File: src/hw/rv_pipe_pkg.sv
// rv32i pipeline slice definitions
package rv_pipe_pkg;

    localparam int unsigned XLEN       = 32;              // data path width
    localparam int unsigned REG_ADDR_W = 5;               // register index width
    localparam int unsigned NUM_REGS   = 2 ** REG_ADDR_W; // x0..x31

    // major opcodes, bits [6:0]
    localparam logic [6:0] OPC_OP     = 7'b0110011;
    localparam logic [6:0] OPC_OP_IMM = 7'b0010011;
    localparam logic [6:0] OPC_LUI    = 7'b0110111;
    localparam logic [6:0] OPC_BRANCH = 7'b1100011;
    localparam logic [6:0] OPC_JAL    = 7'b1101111;
    localparam logic [6:0] OPC_JALR   = 7'b1100111;

    typedef enum logic [3:0] {
        ALU_ADD, ALU_SUB, ALU_AND, ALU_OR, ALU_XOR,
        ALU_SLT, ALU_SLTU, ALU_SLL, ALU_SRL, ALU_SRA,
        ALU_PASS_B                                        // lui passes the immediate
    } alu_op_e;

    typedef enum logic [1:0] {
        RES_ALU = 2'd0,                                   // alu result
        RES_PC4 = 2'd1                                    // link address for jumps
    } res_src_e;

    typedef enum logic [2:0] {
        BR_NONE, BR_BEQ, BR_BNE, BR_BLT, BR_BGE, BR_JAL, BR_JALR
    } br_kind_e;

    // instruction format views, msb first
    typedef struct packed {
        logic [6:0] funct7; logic [4:0] rs2; logic [4:0] rs1;
        logic [2:0] funct3; logic [4:0] rd;  logic [6:0] opcode;
    } r_fmt_t;
    typedef struct packed {
        logic [11:0] imm; logic [4:0] rs1; logic [2:0] funct3;
        logic [4:0]  rd;  logic [6:0] opcode;
    } i_fmt_t;
    typedef struct packed {
        logic imm12; logic [5:0] imm10_5; logic [4:0] rs2; logic [4:0] rs1;
        logic [2:0] funct3; logic [3:0] imm4_1; logic imm11; logic [6:0] opcode;
    } b_fmt_t;
    typedef struct packed {
        logic [19:0] imm31_12; logic [4:0] rd; logic [6:0] opcode;
    } u_fmt_t;
    typedef struct packed {
        logic imm20; logic [9:0] imm10_1; logic imm11; logic [7:0] imm19_12;
        logic [4:0] rd; logic [6:0] opcode;
    } j_fmt_t;

    typedef union packed {
        r_fmt_t r; i_fmt_t i; b_fmt_t b; u_fmt_t u; j_fmt_t j;
    } rv_instr_u;

    typedef struct packed {
        logic     reg_w;                                  // write rd at writeback
        res_src_e res_src;                                // writeback source
        alu_op_e  alu_op;                                 // alu operation
        logic     alu_src;                                // 1 selects imm as operand b
        br_kind_e br_kind;                                // branch / jump kind
    } ctrl_t;                                             // all zero is a bubble

    typedef struct packed {
        ctrl_t                 ctrl;
        logic [XLEN-1:0]       rd1;                       // rs1 value from regfile
        logic [XLEN-1:0]       rd2;                       // rs2 value from regfile
        logic [REG_ADDR_W-1:0] rs1;
        logic [REG_ADDR_W-1:0] rs2;
        logic [REG_ADDR_W-1:0] rd;
        logic [XLEN-1:0]       pc;
        logic [XLEN-1:0]       imm;                       // sign extended immediate
        logic [XLEN-1:0]       pc_plus4;
    } de_bus_t;

    typedef struct packed {
        logic                  reg_w;
        logic [REG_ADDR_W-1:0] rd;
        logic [XLEN-1:0]       data;
    } wb_t;

endpackage

File: src/hw/rv_decoder.sv
// rv32i instruction decoder
`timescale 1ns/1ps

module rv_decoder (
    input  rv_pipe_pkg::rv_instr_u       instr_i, // fetched word
    input  logic [rv_pipe_pkg::XLEN-1:0] pc_i,    // its pc
    input  logic                         valid_i, // fetch slot holds an instruction
    output rv_pipe_pkg::de_bus_t         dec_o    // rd1 / rd2 filled by regfile
);
    import rv_pipe_pkg::*;

    logic [6:0]      opcode;
    logic [2:0]      funct3;
    logic [6:0]      funct7;
    logic            legal;   // encoding is in the supported subset
    ctrl_t           ctrl;
    logic [XLEN-1:0] imm;

    // alu op shared by OP and OP-IMM, alt picks sub / sra
    function automatic alu_op_e alu_sel(input logic [2:0] f3, input logic alt);
        alu_op_e op;
        case (f3)
            3'b000:  op = alt ? ALU_SUB : ALU_ADD;
            3'b001:  op = ALU_SLL;
            3'b010:  op = ALU_SLT;
            3'b011:  op = ALU_SLTU;
            3'b100:  op = ALU_XOR;
            3'b101:  op = alt ? ALU_SRA : ALU_SRL;
            3'b110:  op = ALU_OR;
            default: op = ALU_AND;
        endcase
        return op;
    endfunction

    assign opcode = instr_i.r.opcode;
    assign funct3 = instr_i.r.funct3;
    assign funct7 = instr_i.r.funct7;

    always_comb begin
        ctrl  = '0;
        imm   = '0;
        legal = 1'b1;
        case (opcode)
            OPC_OP: begin
                ctrl.reg_w  = 1'b1;
                ctrl.alu_op = alu_sel(funct3, funct7[5]);
                legal       = (funct7 == 7'b0000000) ||
                              (funct7 == 7'b0100000 && (funct3 == 3'b000 || funct3 == 3'b101));
            end
            OPC_OP_IMM: begin
                ctrl.reg_w   = 1'b1;
                ctrl.alu_src = 1'b1;
                ctrl.alu_op  = alu_sel(funct3, funct3 == 3'b101 && funct7[5]); // addi never subs
                imm          = {{20{instr_i.i.imm[11]}}, instr_i.i.imm};
                if (funct3 == 3'b001) begin
                    legal = (funct7 == 7'b0000000);                   // slli
                end else if (funct3 == 3'b101) begin
                    legal = (funct7 == 7'b0000000) || (funct7 == 7'b0100000); // srli / srai
                end
            end
            OPC_LUI: begin
                ctrl.reg_w   = 1'b1;
                ctrl.alu_src = 1'b1;
                ctrl.alu_op  = ALU_PASS_B;
                imm          = {instr_i.u.imm31_12, 12'b0};
            end
            OPC_BRANCH: begin
                imm = {{19{instr_i.b.imm12}}, instr_i.b.imm12, instr_i.b.imm11,
                       instr_i.b.imm10_5, instr_i.b.imm4_1, 1'b0};
                case (funct3)
                    3'b000:  ctrl.br_kind = BR_BEQ;
                    3'b001:  ctrl.br_kind = BR_BNE;
                    3'b100:  ctrl.br_kind = BR_BLT;
                    3'b101:  ctrl.br_kind = BR_BGE;
                    default: legal = 1'b0;                           // bltu / bgeu not in set
                endcase
            end
            OPC_JAL: begin
                ctrl.reg_w   = 1'b1;
                ctrl.res_src = RES_PC4;
                ctrl.br_kind = BR_JAL;
                imm          = {{11{instr_i.j.imm20}}, instr_i.j.imm20, instr_i.j.imm19_12,
                                instr_i.j.imm11, instr_i.j.imm10_1, 1'b0};
            end
            OPC_JALR: begin
                ctrl.reg_w   = 1'b1;
                ctrl.res_src = RES_PC4;
                ctrl.alu_src = 1'b1;
                ctrl.br_kind = BR_JALR;
                imm          = {{20{instr_i.i.imm[11]}}, instr_i.i.imm};
                legal        = (funct3 == 3'b000);
            end
            default: legal = 1'b0;                                    // loads, stores, csr ...
        endcase
        if (!valid_i || !legal) begin
            ctrl = '0;                                                // bubble
        end
    end

    assign dec_o = '{
        ctrl:     ctrl,
        rd1:      '0,
        rd2:      '0,
        rs1:      instr_i.r.rs1,
        rs2:      instr_i.r.rs2,
        rd:       instr_i.r.rd,
        pc:       pc_i,
        imm:      imm,
        pc_plus4: pc_i + XLEN'(4)
    };

endmodule

File: src/hw/rv_regfile.sv
// integer register file
`timescale 1ns/1ps

module rv_regfile (
    input  logic                               clk_i,
    input  logic                               rst_n_i,
    input  logic [rv_pipe_pkg::REG_ADDR_W-1:0] rs1_i,   // read address a
    input  logic [rv_pipe_pkg::REG_ADDR_W-1:0] rs2_i,   // read address b
    input  rv_pipe_pkg::wb_t                   wb_i,    // write port from execute
    output logic [rv_pipe_pkg::XLEN-1:0]       rd1_o,
    output logic [rv_pipe_pkg::XLEN-1:0]       rd2_o
);
    import rv_pipe_pkg::*;

    logic [XLEN-1:0] regs [1:NUM_REGS-1]; // x0 is not stored
    logic            wr_en;

    assign wr_en = wb_i.reg_w && (wb_i.rd != '0); // x0 writes are dropped

    always_ff @(posedge clk_i or negedge rst_n_i) begin
        if (!rst_n_i) begin
            for (int i = 1; i < NUM_REGS; i++) begin
                regs[i] <= '0;
            end
        end else if (wr_en) begin
            regs[wb_i.rd] <= wb_i.data;
        end
    end

    // x0 reads zero, a same-cycle write is passed straight through
    assign rd1_o = (rs1_i == '0)                  ? '0        :
                   (wr_en && wb_i.rd == rs1_i)    ? wb_i.data :
                                                    regs[rs1_i];
    assign rd2_o = (rs2_i == '0)                  ? '0        :
                   (wr_en && wb_i.rd == rs2_i)    ? wb_i.data :
                                                    regs[rs2_i];

endmodule

File: src/hw/rv_reg_d_to_e.sv
// decode to execute pipeline register
`timescale 1ns/1ps

module rv_reg_d_to_e (
    input  logic                 clk_i,
    input  logic                 rst_n_i,
    input  logic                 flush_i,  // taken redirect kills the decoded slot
    input  rv_pipe_pkg::de_bus_t d_i,      // decode stage record
    output rv_pipe_pkg::de_bus_t e_o       // execute stage record
);
    import rv_pipe_pkg::*;

    de_bus_t stage_q;

    // the whole record is cleared, a bubble also carries zero rs / rd fields
    // so execute never sees a stale forwarding match
    always_ff @(posedge clk_i or negedge rst_n_i) begin
        if (!rst_n_i) begin
            stage_q <= '0;       // ctrl zero, nothing writes or branches
        end else if (flush_i) begin
            stage_q <= '0;       // wrong-path instruction becomes a bubble
        end else begin
            stage_q <= d_i;      // normal advance, no stall path
        end
    end

    assign e_o = stage_q;

endmodule

File: src/hw/rv_execute.sv
// execute stage with alu, branch resolve and writeback register
`timescale 1ns/1ps

module rv_execute (
    input  logic                         clk_i,
    input  logic                         rst_n_i,
    input  rv_pipe_pkg::de_bus_t         e_i,        // record from d-to-e register
    output rv_pipe_pkg::wb_t             wb_o,       // registered writeback
    output logic                         redirect_o, // taken branch or jump
    output logic [rv_pipe_pkg::XLEN-1:0] target_o    // redirect address
);
    import rv_pipe_pkg::*;

    logic [XLEN-1:0]       op_a;       // forwarded rs1
    logic [XLEN-1:0]       op_b_reg;   // forwarded rs2
    logic [XLEN-1:0]       op_b;       // alu operand b after imm select
    logic [4:0]            shamt;
    logic [XLEN-1:0]       alu_res;
    logic [XLEN-1:0]       result;     // value headed for rd
    logic                  eq;
    logic                  lt;         // signed compare
    logic                  taken;
    logic [XLEN-1:0]       jalr_sum;
    logic                  wb_reg_w_q;
    logic [REG_ADDR_W-1:0] wb_rd_q;
    logic [XLEN-1:0]       wb_data_q;

    // take the value from the writeback stage on a live match
    function automatic logic [XLEN-1:0] fwd_sel(input logic [REG_ADDR_W-1:0] rs,
                                                input logic [XLEN-1:0]       reg_val,
                                                input wb_t                   wb);
        logic hit;
        hit = wb.reg_w && (wb.rd != '0) && (wb.rd == rs);
        return hit ? wb.data : reg_val;
    endfunction

    assign op_a     = fwd_sel(e_i.rs1, e_i.rd1, wb_o);
    assign op_b_reg = fwd_sel(e_i.rs2, e_i.rd2, wb_o);
    assign op_b     = e_i.ctrl.alu_src ? e_i.imm : op_b_reg;
    assign shamt    = op_b[4:0];                            // only low 5 bits shift

    always_comb begin
        case (e_i.ctrl.alu_op)
            ALU_ADD:    alu_res = op_a + op_b;
            ALU_SUB:    alu_res = op_a - op_b;
            ALU_AND:    alu_res = op_a & op_b;
            ALU_OR:     alu_res = op_a | op_b;
            ALU_XOR:    alu_res = op_a ^ op_b;
            ALU_SLT:    alu_res = {{(XLEN-1){1'b0}}, $signed(op_a) < $signed(op_b)};
            ALU_SLTU:   alu_res = {{(XLEN-1){1'b0}}, op_a < op_b};
            ALU_SLL:    alu_res = op_a << shamt;
            ALU_SRL:    alu_res = op_a >> shamt;
            ALU_SRA:    alu_res = $unsigned($signed(op_a) >>> shamt);
            ALU_PASS_B: alu_res = op_b;                      // lui
            default:    alu_res = '0;
        endcase
    end

    // branch compare always uses the register operands
    assign eq = (op_a == op_b_reg);
    assign lt = ($signed(op_a) < $signed(op_b_reg));

    always_comb begin
        case (e_i.ctrl.br_kind)
            BR_BEQ:  taken = eq;
            BR_BNE:  taken = !eq;
            BR_BLT:  taken = lt;
            BR_BGE:  taken = !lt;
            BR_JAL:  taken = 1'b1;
            BR_JALR: taken = 1'b1;
            default: taken = 1'b0;                           // bubble or plain alu op
        endcase
    end

    assign jalr_sum   = op_a + e_i.imm;
    assign redirect_o = taken;
    assign target_o   = (e_i.ctrl.br_kind == BR_JALR) ? {jalr_sum[XLEN-1:1], 1'b0}
                                                       : e_i.pc + e_i.imm;

    assign result = (e_i.ctrl.res_src == RES_PC4) ? e_i.pc_plus4 : alu_res; // link for jumps

    always_ff @(posedge clk_i or negedge rst_n_i) begin
        if (!rst_n_i) begin
            wb_reg_w_q <= 1'b0;
        end else begin
            wb_reg_w_q <= e_i.ctrl.reg_w;
        end
    end

    always_ff @(posedge clk_i) begin
        wb_rd_q   <= e_i.rd;                                 // payload, qualified by reg_w
        wb_data_q <= result;
    end

    assign wb_o = '{reg_w: wb_reg_w_q, rd: wb_rd_q, data: wb_data_q};

endmodule

File: src/hw/rv_de_slice_top.sv
// decode to execute slice top level
`timescale 1ns/1ps

module rv_de_slice_top (
    input  logic                         clk_i,
    input  logic                         rst_n_i,
    input  logic [rv_pipe_pkg::XLEN-1:0] instr_i,       // fetched word
    input  logic [rv_pipe_pkg::XLEN-1:0] pc_i,          // pc of instr_i
    input  logic                         instr_valid_i, // fetch slot valid
    output rv_pipe_pkg::wb_t             wb_o,          // retired result
    output logic                         pc_src_o,      // redirect fetch
    output logic [rv_pipe_pkg::XLEN-1:0] pc_target_o    // redirect address
);
    import rv_pipe_pkg::*;

    rv_instr_u       instr_w;   // same word, format views
    de_bus_t         dec_w;     // decoder record without operands
    de_bus_t         de_d_w;    // full decode-stage record
    de_bus_t         de_e_w;    // execute-stage record
    logic [XLEN-1:0] rd1_w;
    logic [XLEN-1:0] rd2_w;

    assign instr_w = instr_i;

    rv_decoder u_decoder (
        .instr_i (instr_w),
        .pc_i    (pc_i),
        .valid_i (instr_valid_i),
        .dec_o   (dec_w)
    );

    rv_regfile u_regfile (
        .clk_i   (clk_i),
        .rst_n_i (rst_n_i),
        .rs1_i   (dec_w.rs1),
        .rs2_i   (dec_w.rs2),
        .wb_i    (wb_o),          // write port fed back from execute
        .rd1_o   (rd1_w),
        .rd2_o   (rd2_w)
    );

    // operands from the regfile join the decoded fields
    assign de_d_w = '{
        ctrl:     dec_w.ctrl,
        rd1:      rd1_w,
        rd2:      rd2_w,
        rs1:      dec_w.rs1,
        rs2:      dec_w.rs2,
        rd:       dec_w.rd,
        pc:       dec_w.pc,
        imm:      dec_w.imm,
        pc_plus4: dec_w.pc_plus4
    };

    rv_reg_d_to_e u_reg_d_to_e (
        .clk_i   (clk_i),
        .rst_n_i (rst_n_i),
        .flush_i (pc_src_o),      // kill the slot decoded behind a taken branch
        .d_i     (de_d_w),
        .e_o     (de_e_w)
    );

    rv_execute u_execute (
        .clk_i      (clk_i),
        .rst_n_i    (rst_n_i),
        .e_i        (de_e_w),
        .wb_o       (wb_o),
        .redirect_o (pc_src_o),
        .target_o   (pc_target_o)
    );

endmodule

File: config.mk
export PLATFORM = sky130hd
export DESIGN_NAME = rv_de_slice_top
export DESIGN_NICKNAME = d
export VERILOG_FILES = /design/src/hw/rv_pipe_pkg.sv /design/src/hw/rv_decoder.sv /design/src/hw/rv_regfile.sv /design/src/hw/rv_reg_d_to_e.sv /design/src/hw/rv_execute.sv /design/src/hw/rv_de_slice_top.sv
export SDC_FILE = /design/constraint.sdc
export NUM_CORES = 2
export LEC_CHECK = 0
export CORE_AREA = 3 3 530 532
export CTS_BUF_LIST = sky130_fd_sc_hd__clkbuf_16
export DETAILED_ROUTE_END_ITERATION = 8
export DIE_AREA = 0 0 533 535
export DONT_BUFFER_PORTS = 1
export GPL_TIMING_DRIVEN = 0
export PLACE_DENSITY = 0.42
export SYNTH_ARGS = -nofsm -noshare
export SYNTH_HDL_FRONTEND = slang
export SYNTH_HIERARCHICAL = 1
export SYNTH_SLANG_ARGS = --single-unit
export TNS_END_PERCENT = 5
File: constraint.sdc
create_clock -name clk_i -period 16.96 [get_ports clk_i]
set_input_delay 0.848 -clock clk_i [delete_from_list [all_inputs] [get_ports clk_i]]
set_output_delay 0.848 -clock clk_i [all_outputs]
set_load 0.03 [all_outputs]
# Word-level counts from Yosys, hierarchy flattened
# Cells that the tools add are included.
# word_totals
inputBits	67
out_inout_bits	71
register_bits	1216
elab_cells	171
# op_classes
n_shift	3
addsub	5
reduce_logical	29
eq_ne	35
magnitude_cmp	7
muxes	39
bitwise_logic	6
# ops
cell	count
bitwise mux 992 bit	1
two-way mux 32 bit	14
case mux 32 bit (11 select lines)	1
binary-select mux 32 bit (select 5 bit)	2
two-way mux 186 bit	1
demux 32 bit (select 5 bit)	1
case mux 32 bit (4 select lines)	1
adder 32 bit	3
< comparator 32 bit	3
case mux 4 bit (7 select lines)	2
adder 32 x 3 -> 32 bit, second input constant	1
bitwise AND 32 bit	1
== test 32 bit	1
OR 32 bit	1
left shift 32 x 5 -> 32 bit	1
>> shifter 32 x 5 -> 32 bit	1
>>> shifter 32 x 5 -> 32 bit	1
subtractor 32 bit	1
bitwise XOR 32 bit	1
== test 7 x 6 -> 1 bit, second input constant	3
== test 7 bit, second input constant	3
== test 5 bit	4
== test 3 bit, second input constant	6
greater-or-equal comparator 6 bit, second input constant	3
28 further kinds	67

# Depth between registers and ports, before layout
# depth
word_depth	9
depth_mapped	24
depth_no_buf	19

# Cells and area by module
# Netlist, hierarchy kept.
# modules_own_cells
module	seq_area_each_um2	n_inst	area_per_inst_um2	cells_per_inst
rv_regfile	24823.8	1	53441.3	3622
rv_execute	765.7	1	15869.0	2227
rv_reg_d_to_e	4654.5	1	5928.2	392
rv_decoder	0.0	1	2114.5	307

# Least setup slack after synthesis
# Ideal clock, no wire load.
# synth_timing
path_kind	reg-to-output
start	reg u_execute.wb_rd_q[1]
end	out pc_src_o
required_ns	16.112
n_path_buf	3
t_arrival_ns	5.265
setup_slack_ns	10.847
stages_incl_launch_ff	19
cell_sequence	dfxtp_1 > or4_4 > o211a_1 > nand3_1 > buf_2 > buf_2 > buf_2 > mux2i_1 > ha_1 > a21o_1 > a21o_1 > a21o_1 > a21o_1 > a21oi_1 > o221ai_1 > a21oi_1 > xor2_1 > o22ai_1 > a221oi_1
# synth_between
elab_chain_cells	7
elab_cells_between_ends	13
cone_classes	order compare (1); eq/ne (3); mux (3); reduce/logical (6)
# synth_lines
item	line	text
from (decl)	rv_execute.sv:25	logic [REG_ADDR_W-1:0] wb_rd_q;
from (signal assigned)	rv_execute.sv:91	wb_rd_q <= e_i.rd;
nonzero test 5 bit	rv_execute.sv:33	hit = wb.reg_w && (wb.rd != '0) && (wb.rd == rs);
logical AND 1 bit (2 in series)	rv_execute.sv:33	
two-way mux 32 bit	rv_execute.sv:34	return hit ? wb.data : reg_val;
< comparator 32 bit or == test 32 bit (tied branches)	rv_execute.sv:61, rv_execute.sv:60	
logical NOT 1 bit (on tied branches)	rv_execute.sv:68, rv_execute.sv:66	
case mux 1 bit (5 select lines) *	rv_execute.sv:64	case (e_i.ctrl.br_kind)
to (decl)	rv_de_slice_top.sv:11	output logic pc_src_o,
# Every way passes the cells marked *; elsewhere a longest branch is shown, timed or not.

# Worst setup path after layout
# layout_timing
start	reg u_execute.wb_rd_q[0]
end	reg u_execute.wb_data_q[27]
# layout_between
elab_chain_cells	8
elab_cells_between_ends	19
cone_classes	add/sub (2); eq/ne (2); shift (3); mux (5); bitwise (3); reduce/logical (4)
# layout_lines
item	line	text
nonzero test 5 bit	rv_execute.sv:33	
logical AND 1 bit (2 in series)	rv_execute.sv:33	
two-way mux 32 bit	rv_execute.sv:34	
two-way mux 32 bit	rv_execute.sv:39	assign op_b = e_i.ctrl.alu_src ? e_i.imm : op_b_reg;
subtractor 32 bit, or another cell as far along	rv_execute.sv:45	ALU_SUB: alu_res = op_a - op_b;
case mux 32 bit (11 select lines) *	rv_execute.sv:43	case (e_i.ctrl.alu_op)
two-way mux 32 bit *	rv_execute.sv:80	assign result = (e_i.ctrl.res_src == RES_PC4) ? e_i.pc_plus4 : alu_res;
net u_execute.result[27]	rv_execute.sv:19	logic [XLEN-1:0] result;
to (signal assigned)	rv_execute.sv:92	wb_data_q <= result;
to (decl)	rv_execute.sv:26	logic [XLEN-1:0] wb_data_q;
# The timed path passes the listed nets; every way through them passes the cells marked *.
# A chain may end at the register's enable or synchronous reset.

==> impl_metrics.csv <==
group,metric,value,unit
status,outcome,"finished, violations left",
status,violations,"capacitance limit, slew limit",
die,row_count,193,
cts,post_cts_buffers,0,
drt,drt-vias-per-instance,5.65,
cts,clkLatencyLatePin,850,ps
cells_and_area,multiInputGateArea,0.0431,sq mm
timing,grt_setup_unrepaired,"false",
drt,drt_wl_total,368000,um
pwr,peakVddDrop,65.8,uV
cells_and_area,area_delta_synth_final,12.5,%
timing,hold_viol_final,0,
cts,cts_tree,"yes",
critical_path,max_stage_delay,1040,ps
drt,drc_errors,0,
critical_path,path_common_cell,"clkbuf_1",
die,ios,138,
cts,cts_hold_buf,0,
die,coreArea,0.276,sq mm
cts,clockBufferDepth,4,
cells_and_area,drive_gt1_share,31.2,%
critical_path,r2r_setup_slack,7410,ps
critical_path,endpoint,"u_execute/wb_data_q[27]",
critical_path,cp.required,17590,ps
critical_path,path_cells,"clkbuf_1, xnor2_1, o211a_1, nand3_1, mux2i_1, o21a_1, clkbuf_1, clkbuf_1, clkbuf_1, ha_1, clkbuf_1, a2111oi_0, o31a_1, a221oi_1, o32ai_1, nor2_1, a21oi_1, a311oi_1, nor2_1, or3_1, a31oi_1",
die,floorplan.initialDensity,27.8,%
critical_path,slowest_stage,"a221oi_1",
critical_path,path_class,"flip-flop to flip-flop",
synthesis,syn-instance-count,6484,
cells_and_area,final_net_count,6920,
job,drv_cap,5,
timing,fin_skew,91.3,ps
timing,slew_violations,34,
placed_design,placed_cells,10200,
timing,fin_crit_sh,56.3,%
die,die-height,535,um
critical_path,end_kind,"flip-flop",
cells_and_area,finalNonFillerCells,10500,
synthesis,synth_area_per_cell,11.9,sq um
timing,worst_pin_slew,1620,ps
timing,relSlewSlack,-9.43,%
timing,max_clock_freq,105,MHz
critical_path,critPathLaunchType,"flip-flop",
global_route,overflow,0,
pwr,p_leak,39.4,nW
global_route,grt_pass1_wl,503000,um
die,die_w,533,um
critical_path,worst_ep_arrival_time,10180,ps
cts,cts_htree_levels,4,
cts,clock-root-buffer,"clkbuf_16",
pwr,power.density,83.6,mW/mm^2
critical_path,r2r_end,"u_execute/wb_data_q[27]",
cells_and_area,regArea,0.0302,sq mm
drt,dr.pass1.iters,6,
critical_path,r2r-start,"u_execute/wb_rd_q[0]",
timing,setup_viol,0,
cts,clock_sinks,1216,
global_route,grt_usage,25.1,%
cells_and_area,fin_util,31.3,%
placed_design,place_congestion,1.01,
synthesis,syn_nets,6751,
global_route,grt_max_degree,242,
global_route,antenna_found_initial,37,
cells_and_area,fillers,28200,
critical_path,worstRegToRegCells,21,
die,die_area,0.285,sq mm
drt,wl_per_cell,35.1,um
critical_path,crit_start,"u_execute/wb_rd_q[0]",
timing,tns,0,ps
critical_path,crit_path_max_fanout,11,
drt,drtIter0Drc,5656,
min_path,min_path_type,"primary input to asynchronous set/reset pin",
placed_design,place.port_buffers,0,
placed_design,hpwl,291000,um
synthesis,yosysWarnings,6,
synthesis,synth_area,0.0769,sq mm
drt,vias,59200,
cts,cts_buffers,157,
cts,clk_pin_slew,60,ps
cts,post_cts_resized,0,
drt,ant_nets,0,
timing,post-route-min-period,9550,ps
global_route,grt_pass1_vias,59500,
==> stage by stage <==
| step | setup slack (ps) | hold WS, ps | power (mW) | cell area (sq um) |
|---|---|---|---|---|
| floorplan | 10850 | 324 | 3.57 | 76900 |
| detailed placement | 7610 | 327 | 4.09 | 81800 |
| finish | 7410 | 80.7 | 7.23 | 86500 |
| global placement | 6110 | 325 | 4.02 | 81500 |
| global route | 7350 | 108 | 7.48 | 86500 |
| CTS | 7560 | 81.3 | 7.31 | 86400 |
==> power breakdown <==
part | internal, mW | leakage (nW) | total, mW | switching [mW]
clock network | 1.82 | 2.44 | 3.17 | 1.35
registers | 2.94 | 16.5 | 3.09 | 0.153
logic | 0.263 | 20.4 | 0.970 | 0.707
==> sequential cells by signal, indices dropped and copies added, names as in the netlist <==
register / count
u_execute/wb_data_q: 32
u_execute/wb_rd_q: 5
u_execute/wb_reg_w_q: 1
u_reg_d_to_e/e_o: 186
u_regfile/regs: 992
==> how the worst min path moves through the flow <==
stage                              start              endpoint  slack [ps]
finish                           rst_n_i  u_reg_d_to_e/e_o[88]          80
global route                     rst_n_i  u_reg_d_to_e/e_o[85]         110
CTS                              rst_n_i  u_reg_d_to_e/e_o[88]          80
detailed placement  u_reg_d_to_e/e_o[97]  u_execute/wb_rd_q[1]         330
global placement    u_reg_d_to_e/e_o[99]  u_execute/wb_rd_q[3]         320
floorplan           u_reg_d_to_e/e_o[96]  u_execute/wb_rd_q[0]         320
==> cells in the final DEF (no fill, tap or decap), types with 63 or more instances in the layout <==
cell / n
nor3_1: 85
clkbuf_16: 160
mux2_2: 1068
inv_1: 150
nand2_1: 360
a221oi_1: 63
xnor2_1: 94
nor2b_1: 220
ha_1: 196
buf_1: 69
a21oi_1: 274
a21o_1: 84
nand3_1: 96
buf_2: 162
o21ai_0: 173
mux4_2: 466
buf_4: 96
a22oi_1: 95
nor2_1: 257
dfrtp_1: 1179
clkbuf_1: 257
mux2i_1: 199
==> final cells by class <==
cell class / count / area share [%]
well taps: 3705 / 5.36
plain buffers: 614 / 3.57
clock inverters: 105 / 0.787
flip-flops and latches: 1216 / 35.0
multi-input cells: 4533 / 49.9
diodes: 9 / 0.0260
clock buffers: 160 / 4.63
inverters: 121 / 0.528
repair buffers: 10 / 0.270
==> critical path: cells and delay by family, from the launching register on <==
| family | cells | cell delay (ps) |
|---|---|---|
| compound gates | 9 | 3700 |
| xor+xnor | 1 | 210 |
| fa+ha+maj | 1 | 270 |
| buf+inv | 5 | 2950 |
| flops | 1 | 690 |
| mux | 1 | 390 |
| simple gates | 4 | 1140 |
==> layer usage <==
layer  up-vias  GRT usage, %  part of all wire (%)
met5         -             0                0.0092
met1     31300          32.9                    42
li1      24700             -                     -
met4         6          12.2                   5.8
met2      2476          40.0                    46
met3       630          4.34                   6.5
Power figures use the tool's default switching activity.
